$ cat src/logic/shell_pkg.sv
// NoC block shell definitions
// Stream word, settings bus and stream ID types, packet type and
// readback select encodings, register addresses and field positions
package shell_pkg;

   typedef logic [63:0] word_t;
   typedef logic [7:0]  sr_addr_t;
   typedef logic [31:0] sr_data_t;
   typedef logic [15:0] sid_t;
   typedef logic [11:0] seqnum_t;

   // Packet type, header bits 63:62
   typedef enum logic [1:0] {
      PKT_DATA = 2'd0,
      PKT_FC   = 2'd1,
      PKT_CMD  = 2'd2,
      PKT_ACK  = 2'd3
   } pkt_type_e;

   // Shell readback select
   typedef enum logic [2:0] {
      RB_NOC_ID          = 3'd0,
      RB_GLOBAL_PARAMS   = 3'd1,
      RB_BLOCK_PORT_SIDS = 3'd4,
      RB_USER_RB_DATA    = 3'd7
   } rb_sel_e;

   // Settings register addresses
   localparam sr_addr_t SR_RB_ADDR      = 8'd124;
   localparam sr_addr_t SR_RB_ADDR_USER = 8'd125;
   localparam sr_addr_t SR_SRC_SID      = 8'd128;
   localparam sr_addr_t SR_NEXT_DST_SID = 8'd130;

   // Header field positions
   localparam int HDR_TYPE_LSB = 62;
   localparam int HDR_SEQ_LSB  = 48;
   localparam int HDR_SRC_LSB  = 32;
   localparam int HDR_DST_LSB  = 16;

   // Command payload field positions
   localparam int PLD_ADDR_LSB = 32;
   localparam int PLD_DATA_LSB = 0;

   localparam word_t BAD_READBACK = 64'h0BADC0DE0BADC0DE;

   // One input port, one output port
   localparam word_t GLOBAL_PARAMS_VALUE = {48'd0, 3'd0, 5'd1, 3'd0, 5'd1};

endpackage

$ cat src/logic/axis_if.sv
// Block shell interfaces
// axis_if carries one 64-bit packet stream with valid/ready handshake
// set_bus_if carries the settings bus and the readback word
`timescale 1ns/1ps

interface axis_if;
   shell_pkg::word_t tdata;
   logic             tlast;
   logic             tvalid;
   logic             tready;

   modport source (output tdata, output tlast, output tvalid, input tready);
   modport sink   (input tdata, input tlast, input tvalid, output tready);
endinterface

interface set_bus_if;
   logic                stb;
   shell_pkg::sr_addr_t addr;
   shell_pkg::sr_data_t data;
   shell_pkg::word_t    rb_data;

   // Command processor side
   modport ctrl (output stb, output addr, output data, input rb_data);
   // Register block side
   modport regs (input stb, input addr, input data, output rb_data);
endinterface

$ cat src/logic/packet_type_demux.sv
// Packet type demux
// Steers each incoming packet by the type field of its first word.
// Data goes to the stream sink, commands to the command processor,
// acks to the ack-in port; flow control packets are drained
`timescale 1ns/1ps

module packet_type_demux (
   input  logic   clk,
   input  logic   reset,
   axis_if.sink   i_in,
   axis_if.source o_data,
   axis_if.source o_cmd,
   axis_if.source o_ack
);

   logic                 in_pkt;
   shell_pkg::pkt_type_e dest_q;
   shell_pkg::pkt_type_e hdr_type;
   shell_pkg::pkt_type_e cur_type;
   logic                 xfer;

   // Type of the word at the input when it starts a packet
   assign hdr_type = shell_pkg::pkt_type_e'(i_in.tdata[shell_pkg::HDR_TYPE_LSB +: 2]);
   assign cur_type = in_pkt ? dest_q : hdr_type;
   assign xfer     = i_in.tvalid && i_in.tready;

   // Payload fans out unregistered, only valid is steered
   assign o_data.tdata = i_in.tdata;
   assign o_data.tlast = i_in.tlast;
   assign o_cmd.tdata  = i_in.tdata;
   assign o_cmd.tlast  = i_in.tlast;
   assign o_ack.tdata  = i_in.tdata;
   assign o_ack.tlast  = i_in.tlast;

   assign o_data.tvalid = i_in.tvalid && (cur_type == shell_pkg::PKT_DATA);
   assign o_cmd.tvalid  = i_in.tvalid && (cur_type == shell_pkg::PKT_CMD);
   assign o_ack.tvalid  = i_in.tvalid && (cur_type == shell_pkg::PKT_ACK);

   // Ready comes from the selected output
   always_comb begin
      case (cur_type)
         shell_pkg::PKT_DATA: i_in.tready = o_data.tready;
         shell_pkg::PKT_FC:   i_in.tready = 1'b1;
         shell_pkg::PKT_CMD:  i_in.tready = o_cmd.tready;
         default:             i_in.tready = o_ack.tready;
      endcase
   end

   ////////////////////////////////////////
   // In-packet tracking
   ////////////////////////////////////////
   always_ff @(posedge clk) begin
      if (reset) begin
         in_pkt <= 1'b0;
         dest_q <= shell_pkg::PKT_DATA;
      end else if (xfer) begin
         if (i_in.tlast) begin
            in_pkt <= 1'b0;
         end else if (!in_pkt) begin
            // First word of a multi-word packet, hold its type
            in_pkt <= 1'b1;
            dest_q <= hdr_type;
         end
      end
   end

endmodule

$ cat src/logic/cmd_packet_proc.sv
// Command packet processor
// Takes two-word command packets, issues one settings bus write per
// command, waits for the registered readback and returns a two-word
// ack packet holding the readback word
`timescale 1ns/1ps

module cmd_packet_proc (
   input  logic     clk,
   input  logic     reset,
   axis_if.sink     i_cmd,
   axis_if.source   o_resp,
   set_bus_if.ctrl  o_set
);

   typedef enum logic [2:0] {
      IDLE,
      PAYLOAD,
      STROBE,
      WAIT_RB,
      RESP_HDR,
      RESP_DATA
   } state_e;

   state_e              state;
   logic                rb_wait;
   logic                set_stb;
   shell_pkg::sr_addr_t set_addr;
   shell_pkg::sr_data_t set_data;
   shell_pkg::seqnum_t  seqnum;
   shell_pkg::sid_t     cmd_src_sid;
   shell_pkg::sid_t     cmd_dst_sid;
   shell_pkg::word_t    rb_word;
   shell_pkg::word_t    resp_hdr;
   logic                cmd_xfer;
   logic                resp_xfer;

   // New commands only while no response is pending
   assign i_cmd.tready = (state == IDLE) || (state == PAYLOAD);
   assign cmd_xfer     = i_cmd.tvalid && i_cmd.tready;
   assign resp_xfer    = o_resp.tvalid && o_resp.tready;

   assign o_set.stb  = set_stb;
   assign o_set.addr = set_addr;
   assign o_set.data = set_data;

   // Response header, SIDs swapped back toward the sender
   always_comb begin
      resp_hdr = '0;
      resp_hdr[shell_pkg::HDR_TYPE_LSB +: 2] = shell_pkg::PKT_ACK;
      resp_hdr[shell_pkg::HDR_SEQ_LSB +: $bits(shell_pkg::seqnum_t)] = seqnum;
      resp_hdr[shell_pkg::HDR_SRC_LSB +: $bits(shell_pkg::sid_t)] = cmd_dst_sid;
      resp_hdr[shell_pkg::HDR_DST_LSB +: $bits(shell_pkg::sid_t)] = cmd_src_sid;
   end

   assign o_resp.tvalid = (state == RESP_HDR) || (state == RESP_DATA);
   assign o_resp.tlast  = (state == RESP_DATA);
   assign o_resp.tdata  = (state == RESP_DATA) ? rb_word : resp_hdr;

   ////////////////////////////////////////
   // Control FSM
   ////////////////////////////////////////
   always_ff @(posedge clk) begin
      if (reset) begin
         state   <= IDLE;
         set_stb <= 1'b0;
         rb_wait <= 1'b0;
      end else begin
         set_stb <= 1'b0;
         case (state)
            IDLE: begin
               if (cmd_xfer) begin
                  state <= PAYLOAD;
               end
            end
            PAYLOAD: begin
               if (cmd_xfer) begin
                  state   <= STROBE;
                  set_stb <= 1'b1;
               end
            end
            STROBE: begin
               state   <= WAIT_RB;
               rb_wait <= 1'b0;
            end
            WAIT_RB: begin
               // Registers update on the strobe edge, readback one edge later
               rb_wait <= 1'b1;
               if (rb_wait) begin
                  state <= RESP_HDR;
               end
            end
            RESP_HDR: begin
               if (resp_xfer) begin
                  state <= RESP_DATA;
               end
            end
            RESP_DATA: begin
               if (resp_xfer) begin
                  state <= IDLE;
               end
            end
            default: state <= IDLE;
         endcase
      end
   end

   ////////////////////////////////////////
   // Header, payload and readback capture
   ////////////////////////////////////////
   always_ff @(posedge clk) begin
      if ((state == IDLE) && cmd_xfer) begin
         seqnum      <= i_cmd.tdata[shell_pkg::HDR_SEQ_LSB +: $bits(shell_pkg::seqnum_t)];
         cmd_src_sid <= i_cmd.tdata[shell_pkg::HDR_SRC_LSB +: $bits(shell_pkg::sid_t)];
         cmd_dst_sid <= i_cmd.tdata[shell_pkg::HDR_DST_LSB +: $bits(shell_pkg::sid_t)];
      end
      if ((state == PAYLOAD) && cmd_xfer) begin
         set_addr <= i_cmd.tdata[shell_pkg::PLD_ADDR_LSB +: $bits(shell_pkg::sr_addr_t)];
         set_data <= i_cmd.tdata[shell_pkg::PLD_DATA_LSB +: $bits(shell_pkg::sr_data_t)];
      end
      if ((state == WAIT_RB) && rb_wait) begin
         rb_word <= o_set.rb_data;
      end
   end

endmodule

$ cat src/logic/shell_registers.sv
// Shell setting registers
// Holds source SID, next destination SID, readback select and user
// readback address, and registers the readback mux output
`timescale 1ns/1ps

module shell_registers #(
   parameter logic [63:0] NOC_ID = 64'h0
) (
   input  logic                clk,
   input  logic                reset,
   set_bus_if.regs             i_set,
   input  shell_pkg::word_t    i_rb_data,
   output shell_pkg::sr_addr_t o_rb_addr,
   output shell_pkg::sid_t     o_src_sid,
   output shell_pkg::sid_t     o_next_dst_sid
);

   shell_pkg::rb_sel_e  rb_sel;
   shell_pkg::sr_addr_t rb_addr_user;
   shell_pkg::sid_t     src_sid;
   shell_pkg::sid_t     next_dst_sid;

   assign o_rb_addr      = rb_addr_user;
   assign o_src_sid      = src_sid;
   assign o_next_dst_sid = next_dst_sid;

   ////////////////////////////////////////
   // Register writes
   ////////////////////////////////////////
   always_ff @(posedge clk) begin
      if (reset) begin
         rb_sel       <= shell_pkg::RB_NOC_ID;
         rb_addr_user <= '0;
         src_sid      <= '0;
         next_dst_sid <= '0;
      end else if (i_set.stb) begin
         case (i_set.addr)
            shell_pkg::SR_RB_ADDR: begin
               // Low 3 bits pick the shell readback source
               rb_sel <= shell_pkg::rb_sel_e'(i_set.data[2:0]);
            end
            shell_pkg::SR_RB_ADDR_USER: begin
               rb_addr_user <= i_set.data[$bits(shell_pkg::sr_addr_t)-1:0];
            end
            shell_pkg::SR_SRC_SID: begin
               src_sid <= i_set.data[$bits(shell_pkg::sid_t)-1:0];
            end
            shell_pkg::SR_NEXT_DST_SID: begin
               next_dst_sid <= i_set.data[$bits(shell_pkg::sid_t)-1:0];
            end
            default: begin
               // Addresses for user registers, nothing held here
            end
         endcase
      end
   end

   ////////////////////////////////////////
   // Readback mux
   ////////////////////////////////////////
   always_ff @(posedge clk) begin
      case (rb_sel)
         shell_pkg::RB_NOC_ID: begin
            i_set.rb_data <= NOC_ID;
         end
         shell_pkg::RB_GLOBAL_PARAMS: begin
            i_set.rb_data <= shell_pkg::GLOBAL_PARAMS_VALUE;
         end
         shell_pkg::RB_BLOCK_PORT_SIDS: begin
            i_set.rb_data <= {src_sid, next_dst_sid, 32'd0};
         end
         shell_pkg::RB_USER_RB_DATA: begin
            i_set.rb_data <= i_rb_data;
         end
         default: begin
            i_set.rb_data <= shell_pkg::BAD_READBACK;
         end
      endcase
   end

endmodule

$ cat src/logic/output_arbiter.sv
// Output arbiter
// Merges command responses and stream source packets onto one
// stream; a grant covers a whole packet, priority alternates on release
`timescale 1ns/1ps

module output_arbiter (
   input  logic   clk,
   input  logic   reset,
   axis_if.sink   i_resp,
   axis_if.sink   i_src,
   axis_if.source o_out
);

   typedef enum logic [1:0] {
      GRANT_NONE,
      GRANT_RESP,
      GRANT_SRC
   } grant_e;

   grant_e grant;
   logic   last_src;
   logic   out_xfer;

   assign out_xfer = o_out.tvalid && o_out.tready;

   // Output mux follows the registered grant
   always_comb begin
      o_out.tdata   = i_resp.tdata;
      o_out.tlast   = i_resp.tlast;
      o_out.tvalid  = 1'b0;
      i_resp.tready = 1'b0;
      i_src.tready  = 1'b0;
      case (grant)
         GRANT_RESP: begin
            o_out.tvalid  = i_resp.tvalid;
            i_resp.tready = o_out.tready;
         end
         GRANT_SRC: begin
            o_out.tdata  = i_src.tdata;
            o_out.tlast  = i_src.tlast;
            o_out.tvalid = i_src.tvalid;
            i_src.tready = o_out.tready;
         end
         default: begin
         end
      endcase
   end

   ////////////////////////////////////////
   // Grant state
   ////////////////////////////////////////
   always_ff @(posedge clk) begin
      if (reset) begin
         grant    <= GRANT_NONE;
         last_src <= 1'b1;
      end else begin
         case (grant)
            GRANT_NONE: begin
               // Loser of the last round goes first
               if (i_resp.tvalid && (!i_src.tvalid || last_src)) begin
                  grant <= GRANT_RESP;
               end else if (i_src.tvalid) begin
                  grant <= GRANT_SRC;
               end
            end
            GRANT_RESP: begin
               if (out_xfer && o_out.tlast) begin
                  grant    <= GRANT_NONE;
                  last_src <= 1'b0;
               end
            end
            GRANT_SRC: begin
               if (out_xfer && o_out.tlast) begin
                  grant    <= GRANT_NONE;
                  last_src <= 1'b1;
               end
            end
            default: grant <= GRANT_NONE;
         endcase
      end
   end

endmodule

$ cat src/logic/noc_shell_top.sv
// NoC block shell top level
// Splits the network stream by packet type, runs settings commands
// against the shell registers and merges responses with the user's
// stream source onto the network output
`timescale 1ns/1ps

module noc_shell_top #(
   parameter logic [63:0] NOC_ID = 64'hDEAD_BEEF_0123_4567
) (
   input  logic                clk,
   input  logic                reset,
   // Network in
   input  shell_pkg::word_t    i_net_tdata,
   input  logic                i_net_tlast,
   input  logic                i_net_tvalid,
   output logic                o_net_tready,
   // Network out
   output shell_pkg::word_t    o_net_tdata,
   output logic                o_net_tlast,
   output logic                o_net_tvalid,
   input  logic                i_net_tready,
   // Stream sink
   output shell_pkg::word_t    o_sink_tdata,
   output logic                o_sink_tlast,
   output logic                o_sink_tvalid,
   input  logic                i_sink_tready,
   // Stream source
   input  shell_pkg::word_t    i_src_tdata,
   input  logic                i_src_tlast,
   input  logic                i_src_tvalid,
   output logic                o_src_tready,
   // Ack in
   output shell_pkg::word_t    o_ackin_tdata,
   output logic                o_ackin_tlast,
   output logic                o_ackin_tvalid,
   input  logic                i_ackin_tready,
   // Settings bus and user readback
   output logic                o_set_stb,
   output shell_pkg::sr_addr_t o_set_addr,
   output shell_pkg::sr_data_t o_set_data,
   output shell_pkg::sr_addr_t o_rb_addr,
   input  shell_pkg::word_t    i_rb_data,
   output shell_pkg::sid_t     o_src_sid,
   output shell_pkg::sid_t     o_next_dst_sid
);

   axis_if    net_in ();
   axis_if    net_out ();
   axis_if    sink ();
   axis_if    ackin ();
   axis_if    cmd_in ();
   axis_if    resp_out ();
   axis_if    src_in ();
   set_bus_if set_bus ();

   ////////////////////////////////////////
   // Port to interface wiring
   ////////////////////////////////////////
   assign net_in.tdata   = i_net_tdata;
   assign net_in.tlast   = i_net_tlast;
   assign net_in.tvalid  = i_net_tvalid;
   assign o_net_tready   = net_in.tready;

   assign o_net_tdata    = net_out.tdata;
   assign o_net_tlast    = net_out.tlast;
   assign o_net_tvalid   = net_out.tvalid;
   assign net_out.tready = i_net_tready;

   assign o_sink_tdata   = sink.tdata;
   assign o_sink_tlast   = sink.tlast;
   assign o_sink_tvalid  = sink.tvalid;
   assign sink.tready    = i_sink_tready;

   assign src_in.tdata   = i_src_tdata;
   assign src_in.tlast   = i_src_tlast;
   assign src_in.tvalid  = i_src_tvalid;
   assign o_src_tready   = src_in.tready;

   assign o_ackin_tdata  = ackin.tdata;
   assign o_ackin_tlast  = ackin.tlast;
   assign o_ackin_tvalid = ackin.tvalid;
   assign ackin.tready   = i_ackin_tready;

   assign o_set_stb      = set_bus.stb;
   assign o_set_addr     = set_bus.addr;
   assign o_set_data     = set_bus.data;

   ////////////////////////////////////////
   // Blocks
   ////////////////////////////////////////
   packet_type_demux i_packet_type_demux (
      .clk    (clk),
      .reset  (reset),
      .i_in   (net_in.sink),
      .o_data (sink.source),
      .o_cmd  (cmd_in.source),
      .o_ack  (ackin.source)
   );

   cmd_packet_proc i_cmd_packet_proc (
      .clk    (clk),
      .reset  (reset),
      .i_cmd  (cmd_in.sink),
      .o_resp (resp_out.source),
      .o_set  (set_bus.ctrl)
   );

   shell_registers #(
      .NOC_ID (NOC_ID)
   ) i_shell_registers (
      .clk            (clk),
      .reset          (reset),
      .i_set          (set_bus.regs),
      .i_rb_data      (i_rb_data),
      .o_rb_addr      (o_rb_addr),
      .o_src_sid      (o_src_sid),
      .o_next_dst_sid (o_next_dst_sid)
   );

   output_arbiter i_output_arbiter (
      .clk    (clk),
      .reset  (reset),
      .i_resp (resp_out.sink),
      .i_src  (src_in.sink),
      .o_out  (net_out.source)
   );

endmodule

$ cat config.mk
export PLATFORM = sky130hd
export DESIGN_NAME = noc_shell_top
export DESIGN_NICKNAME = d
export VERILOG_FILES = /design/src/logic/shell_pkg.sv /design/src/logic/axis_if.sv /design/src/logic/packet_type_demux.sv /design/src/logic/cmd_packet_proc.sv /design/src/logic/shell_registers.sv /design/src/logic/output_arbiter.sv /design/src/logic/noc_shell_top.sv
export SDC_FILE = /design/constraint.sdc
export NUM_CORES = 1
export LEC_CHECK = 0
export BUFFER_PORTS_ARGS = -buffer_cell sky130_fd_sc_hd__buf_2
export CELL_PAD_IN_SITES_DETAIL_PLACEMENT = 2
export CELL_PAD_IN_SITES_GLOBAL_PLACEMENT = 2
export CORE_MARGIN = 2
export CORE_UTILIZATION = 30
export CTS_CLUSTER_DIAMETER = 40
export DETAILED_ROUTE_END_ITERATION = 8
export PLACE_DENSITY = 0.82
export SYNTH_ARGS = -nofsm -noshare
export SYNTH_HDL_FRONTEND = slang
export SYNTH_SLANG_ARGS = --single-unit
$ cat constraint.sdc
create_clock -name clk -period 17.6 [get_ports clk]
set_clock_uncertainty 0.05 [all_clocks]
set_input_delay 1.76 -clock clk [delete_from_list [all_inputs] [get_ports clk]]
set_output_delay 1.76 -clock clk [all_outputs]
set_load 0.1 [all_outputs]
# After elaboration in Yosys (flattened, before gate mapping)

Index checks and enable logic that the tools add are counted.
Widths: inputs -> output; s select.

Output and inout bits: 281
Register bits after elaboration: 266
Input bits: 201

Reduce and logical (&&, ||, !) cells: 32
Multiplexer cells: 25
Bitwise gates (word level): 2
Equality and inequality tests: 26

Operator list:

| cell               | number |
|---|---|
| $pmux 64 s4        | 1 |
| $mux 64            | 2 |
| $pmux 3 s6         | 1 |
| $eq 8x7->1 const B | 2 |
| $eq 8x8->1 const B | 2 |
| $mux 3             | 5 |
| $ne 2x1->1 const B | 7 |
| $eq 3x3->1 const B | 4 |
| $logic_and 1x1->1  | 12 |
| $reduce_and 2->1   | 6 |
| $mux 2             | 4 |
| $mux 1             | 7 |
| $eq 2x2->1 const B | 3 |
| $eq 3x1->1 const B | 2 |
| $eq 3x2->1 const B | 2 |
| $logic_not 3->1    | 2 |
| $pmux 1 s2         | 3 |
| $reduce_and 5->1   | 1 |
| $eq 2x1->1 const B | 2 |
| $logic_not 2->1    | 2 |
| $pmux 2 s2         | 1 |
| $reduce_bool 2->1  | 2 |
| $reduce_or 2->1    | 2 |
| $logic_or 1x1->1   | 3 |
| 6 further kinds    | 7 |

# Depth between registers and ports, before layout

Depth after elaboration: 7
Depth in mapped cells: 7
Gate-level depth less buffers: 6

# Cells and area by module

A second synthesis with hierarchy kept.

Cells, all modules: 954
Area total of the unflattened synthesis: 12165.4 um2

Modules (own cells, without submodules):

| module            | area an instance (um2) | times used | cells each |
|---|---|---|---|
| cmd_packet_proc   | 5534.1                 | 1          | 252 |
| shell_registers   | 3922.5                 | 1          | 378 |
| packet_type_demux | 1680.4                 | 1          | 220 |
| output_arbiter    | 1028.5                 | 1          | 104 |

# Worst setup path after synthesis

No wires, ideal clock.

Kind: in2reg
Start point: in i_net_tdata[62]
End point: reg i_cmd_packet_proc.set_addr[0], in the netlist i_cmd_packet_proc.o_set.addr[0] (enable)
Stages: 3
Data arrival time: 6349 ps
Setup time: 554 ps
Setup slack: 10647 ps
Buffers on the path: 0
Path through: nor3b_1 o21ai_1 nor4b_1

Cells in the longest elaborated chain, start to end: 5

Ends and longest elaborated chain:

| what                   | RTL line                | text |
|---|---|---|
| start: declaration     | noc_shell_top.sv:13     | `input shell_pkg::word_t i_net_tdata,` |
| $mux 2                 | n/a                     |  |
| $eq 2x2->1             | packet_type_demux.sv:36 | `assign o_cmd.tvalid = i_in.tvalid && (cur_type == shell_pkg::PKT_CMD);` |
| $logic_and 1x1->1      | packet_type_demux.sv:36 |  |
| $logic_and 1x1->1      | cmd_packet_proc.sv:39   | `assign cmd_xfer = i_cmd.tvalid && i_cmd.tready;` |
| $logic_and 1x1->1      | cmd_packet_proc.sv:116  | `if ((state == PAYLOAD) && cmd_xfer) begin` |
| end signal: assignment | cmd_packet_proc.sv:117  | `set_addr <= i_cmd.tdata[shell_pkg::PLD_ADDR_LSB +: $bits(shell_pkg::sr_addr_t)];` |
| end: declaration       | cmd_packet_proc.sv:27   | `shell_pkg::sr_addr_t set_addr;` |

No other way between the ends.
A chain may end at the register's enable or synchronous reset.

# Worst setup path after layout

Start point: reg i_cmd_packet_proc.state[1]
End point: out o_net_tdata[31]

Cells in the longest elaborated chain, start to end: 3

Ends and longest elaborated chain:

| what                     | RTL line              | text |
|---|---|---|
| start: declaration       | cmd_packet_proc.sv:24 | `state_e state;` |
| start signal: assignment | cmd_packet_proc.sv:64 | `state <= IDLE;` |
| start signal: assignment | cmd_packet_proc.sv:72 | `state <= PAYLOAD;` |
| start signal: assignment | cmd_packet_proc.sv:77 | `state <= STROBE;` |
| $eq 3x3->1               | cmd_packet_proc.sv:57 | `assign o_resp.tdata = (state == RESP_DATA) ? rb_word : resp_hdr;` |
| $mux 64                  | cmd_packet_proc.sv:57 |  |
| $mux 64                  | output_arbiter.sv:33  | `case (grant)` |
| end: declaration         | noc_shell_top.sv:18   | `output shell_pkg::word_t o_net_tdata,` |

No other way between the ends.

==> impl_metrics.prom <==
# TYPE chip_impl_metric gauge
chip_impl_info{name="layout.cells.most_common",value="sky130_fd_sc_hd__buf_2"} 1
chip_impl_metric{name="critical_path_arrival",unit="ns"} 3.16
chip_impl_metric{name="total_drc_errors_in_the_routed_layout",unit=""} 0
chip_impl_metric{name="num-nets-final",unit=""} 1500
chip_impl_metric{name="synthesized_area_fraction_occupied_by_ao_oa_aoi_and_oai_cells",unit="%"} 8.95
chip_impl_metric{name="setup-violations-final",unit=""} 0
chip_impl_metric{name="detailed_place.area",unit="µm²"} 12900
chip_impl_metric{name="worstMarginPinSlew",unit="ns"} 1.12
chip_impl_metric{name="regArea",unit="µm²"} 6810
chip_impl_metric{name="post_synth_num_cell_types",unit=""} 56
chip_impl_metric{name="num-fill-cells",unit=""} 3863
chip_impl_metric{name="wire_per_inst",unit="µm"} 22.3
chip_impl_info{name="commonest_non_fill_non_tap_cells_in_the_layout",value="sky130_fd_sc_hd__buf_2 (475), sky130_fd_sc_hd__edfxtp_1 (148), sky130_fd_sc_hd__dfxtp_1 (118)"} 1
chip_impl_info{name="min_path_type",value="register to register"} 1
chip_impl_info{name="hold_path_end",value="i_cmd_packet_proc.rb_word[30]"} 1
chip_impl_metric{name="register_to_register_path_setup_slack",unit="ns"} 15.05
chip_impl_metric{name="post_synth_and_or_nand_nor_area_fraction",unit="%"} 9.44
chip_impl_metric{name="clk_latency",unit="ns"} 0.55
chip_impl_metric{name="pwr_dens",unit="nW/µm²"} 131
chip_impl_metric{name="finalInstanceArea",unit="µm²"} 14500
chip_impl_metric{name="synth_warnings",unit=""} 0
chip_impl_info{name="startpoint_type",value="register"} 1
chip_impl_metric{name="combined_area_of_the_multi_input_logic_cells",unit="µm²"} 3060
chip_impl_metric{name="antenna_violating_nets_post_route",unit=""} 0
chip_impl_metric{name="critPathMaxStageDelay",unit="ns"} 0.65
chip_impl_metric{name="syn-num-nets",unit=""} 1153
chip_impl_metric{name="required_time_of_the_critical_path",unit="ns"} 15.79
chip_impl_metric{name="postCtsHoldBufs",unit=""} 0
chip_impl_info{name="reg2reg_to",value="i_shell_registers.i_set.rb_data[59]"} 1
chip_impl_metric{name="coreArea",unit="µm²"} 36500
chip_impl_metric{name="rows",unit=""} 70
chip_impl_metric{name="gp_routability_congestion",unit=""} 0.819
chip_impl_metric{name="post_synth_fa_ha_maj_area_fraction",unit="%"} 0.338
chip_impl_metric{name="drive_gt1_share",unit="%"} 43.4
chip_impl_info{name="slowest_stage",value="sky130_fd_sc_hd__buf_4"} 1
chip_impl_metric{name="async_reset_ff_share",unit="%"} 0
chip_impl_metric{name="initialDrtViolationCount",unit=""} 238
chip_impl_metric{name="timing_max_transition_violations_final",unit=""} 0
chip_impl_metric{name="synth-xor-area-share",unit="%"} 0.158
chip_impl_metric{name="cts_buffers",unit=""} 46
chip_impl_metric{name="antenna_violations_before_repair",unit=""} 10
chip_impl_metric{name="via_per_inst",unit=""} 4.68
chip_impl_info{name="cts_tree",value="yes"} 1
chip_impl_metric{name="grt_pass1_vias",unit=""} 9146
chip_impl_metric{name="fmax",unit="MHz"} 201
chip_impl_info{name="min-delay-start",value="i_shell_registers.i_set.rb_data[30]"} 1
chip_impl_metric{name="grt.total_usage",unit="%"} 20.3
chip_impl_metric{name="hold_viol_final",unit=""} 0
chip_impl_metric{name="initial_core_util",unit="%"} 30.4
chip_impl_metric{name="setup_tns",unit="ns"} 0
chip_impl_metric{name="die_h",unit="µm"} 196
chip_impl_metric{name="syn_inst",unit=""} 949
chip_impl_metric{name="drt-total-wl",unit="mm"} 40.3
chip_impl_metric{name="die_x",unit="µm"} 196
chip_impl_metric{name="placement.io_buffers",unit=""} 475
chip_impl_metric{name="path_max_fanout",unit=""} 41
chip_impl_metric{name="synth_enable_flop_cells",unit=""} 148
chip_impl_metric{name="drt_pass1_iterations",unit=""} 4
chip_impl_info{name="cp_cell_sequence",value="nand3b_4 -> buf_4 -> mux2i_1 -> o21ai_0 -> buf_2"} 1
chip_impl_metric{name="cts-htree-levels",unit=""} 2
chip_impl_metric{name="fin_crit",unit="ns"} 4.97
chip_impl_metric{name="min_path_cells",unit=""} 0
chip_impl_metric{name="clk_transition_reported_paths",unit="ns"} 0.05
chip_impl_info{name="ctsRootBufferMaster",value="sky130_fd_sc_hd__clkbuf_16"} 1
chip_impl_metric{name="grt-ovfl-total",unit=""} 0
chip_impl_metric{name="ys_ff_latch",unit=""} 266
chip_impl_metric{name="grt_max_degree",unit=""} 95
chip_impl_metric{name="syn-mean-instance-area",unit="µm²"} 11.7
chip_impl_info{name="timing.critical_path.to_type",value="primary output"} 1
chip_impl_info{name="main_combinational_cell_family_by_area_after_synthesis",value="buffers and inverters"} 1
chip_impl_metric{name="static-leakage-power",unit="µW"} 0.00671
chip_impl_metric{name="cts.path.max_buffers",unit=""} 3
chip_impl_metric{name="critical_path_buf_inv_count",unit=""} 2
chip_impl_metric{name="design.die.area",unit="µm²"} 38600
chip_impl_metric{name="post_cts_buffers",unit=""} 0
chip_impl_info{name="criticalPathCategory",value="register to primary output"} 1
chip_impl_info{name="reg2reg_from",value="i_shell_registers.rb_sel[2]"} 1
chip_impl_metric{name="timing.final.crit_share",unit="%"} 28.2
chip_impl_info{name="ys_dominant_reg_cell",value="sky130_fd_sc_hd__edfxtp_1"} 1
chip_impl_metric{name="flow.area_growth_from_synthesis",unit="%"} 30.9
chip_impl_metric{name="vdd.ir_drop.worst",unit="V"} 0.0000757
chip_impl_metric{name="r2r_cells",unit=""} 3
chip_impl_metric{name="cts_repair_resize_count",unit=""} 0
chip_impl_metric{name="timing.max_slew.rel_slack",unit="%"} 25.6
chip_impl_metric{name="grt_first_pass_wirelength",unit="mm"} 58.2
chip_impl_metric{name="yosysSeqAreaShare",unit="%"} 61.2
chip_impl_info{name="rsz_0062_raised_after_global_routing",value="false"} 1
chip_impl_metric{name="clkSinkCount",unit=""} 266
chip_impl_metric{name="max_cap_viol_count",unit=""} 0
chip_impl_metric{name="dp_hpwl",unit="mm"} 29.2
chip_impl_metric{name="synthesis.area",unit="µm²"} 11100
chip_impl_metric{name="final_core_utilization",unit="%"} 39.8
chip_impl_metric{name="i_o_pins",unit=""} 482
chip_impl_info{name="cp_top_family",value="buffers and inverters"} 1
chip_impl_metric{name="detailroute.via_count",unit=""} 8451
chip_impl_metric{name="synthMuxAreaShare",unit="%"} 8.41
chip_impl_info{name="run_status",value="complete, no violations"} 1
[final cells by class]
class	count	share of cell area (%)
inverters	13	0.335
flip-flops and latches	266	46.8
repair buffers	484	16.8
clock buffers	63	9.50
diodes	6	0.103
well taps	468	4.02
clock inverters	22	1.39
multi-input cells	485	21.1
[synthesized netlist by cell type, types with 8 or more instances]
library cell	count	area, µm²
sky130_fd_sc_hd__buf_4	135	1010
sky130_fd_sc_hd__a21oi_1	29	145
sky130_fd_sc_hd__nand2b_1	12	75.1
sky130_fd_sc_hd__a22o_1	11	96.3
sky130_fd_sc_hd__and2_1	16	100
sky130_fd_sc_hd__o21a_1	12	90.1
sky130_fd_sc_hd__dfxtp_1	118	2360
sky130_fd_sc_hd__clkbuf_1	39	146
sky130_fd_sc_hd__edfxtp_1	148	4440
sky130_fd_sc_hd__nor2_1	62	233
sky130_fd_sc_hd__o21ai_0	91	455
sky130_fd_sc_hd__mux2i_1	88	881
sky130_fd_sc_hd__nand2_1	97	364
sky130_fd_sc_hd__inv_1	12	45.0
sky130_fd_sc_hd__buf_2	8	40.0
[state kept, by name, summed over array words and instances, names as in the netlist]
name,count
i_cmd_packet_proc.rb_wait,1
i_packet_type_demux.in_pkt,1
i_shell_registers.o_rb_addr,8
i_cmd_packet_proc.state,3
i_cmd_packet_proc.o_set.data,32
i_shell_registers.i_set.rb_data,64
i_output_arbiter.last_src,1
i_cmd_packet_proc.rb_word,64
i_cmd_packet_proc.cmd_dst_sid,16
i_output_arbiter.grant,2
i_cmd_packet_proc.seqnum,12
i_packet_type_demux.dest_q,2
i_cmd_packet_proc.o_set.addr,8
i_cmd_packet_proc.cmd_src_sid,16
i_shell_registers.rb_sel,3
i_shell_registers.o_src_sid,16
i_shell_registers.o_next_dst_sid,16
i_cmd_packet_proc.o_set.stb,1
[routing by layer]
metal  track usage [%]  routed length (µm)  vias to the layer above
met1              24.1               16400                     4181
met3              4.60                2310                       65
li1                  -                   -                     3888
met2              35.5               20400                      313
met4              7.97                1090                        4
met5                 0                  25                        -
[kinds of logic after synthesis]
kind of cell             count (synthesis)
flip-flops                             266
AND/OR/NAND/NOR                        220
buffers and inverters                  198
AO/OA/AOI/OAI                          168
multiplexers                            92
adder cells (fa/ha/maj)                  3
XOR/XNOR                                 2
[worst max-delay path by stage]
stage / slack (ns) / to / from / cells past startpoint
4_1_cts: 12.57 / o_net_tdata[31] / i_cmd_packet_proc.state[1] / 5
3_5_place_dp: 12.67 / o_net_tready / i_net_tdata[63] / 5
2_1_floorplan: 10.65 / i_cmd_packet_proc.o_set.addr[0] / i_net_tdata[62] / 3
6_report: 12.63 / o_net_tdata[31] / i_cmd_packet_proc.state[1] / 5
3_3_place_gp: 12.71 / o_net_tready / i_net_tdata[63] / 5
5_1_grt: 12.42 / o_net_tdata[6] / i_cmd_packet_proc.state[2] / 5
[where the power goes]
group	leakage [µW]	total (µW)	switching [µW]	internal [µW]
logic	0.00361	338	289	48.5
clock network	0.000773	897	315	582
registers	0.00232	666	4.39	661
[stage by stage]
step,worst slack [ns],instances,power [µW],hold slack (ns)
floorplan,10.65,949,970,0.336
global placement,12.71,1716,1010,0.336
detailed placement,12.67,1716,1020,0.340
CTS,12.57,1801,1930,0.350
global route,12.42,1807,1960,0.354
finish,12.63,1807,1900,0.350
[worst register-to-register path, delay by kind of cell, from the launching register on]
family	cells	cell delay [ns]
DFF	1	0.96
AOI/OAI and AO/OA	2	0.63
and+or+nand+nor	1	0.73
Power figures use the tool's default switching activity.
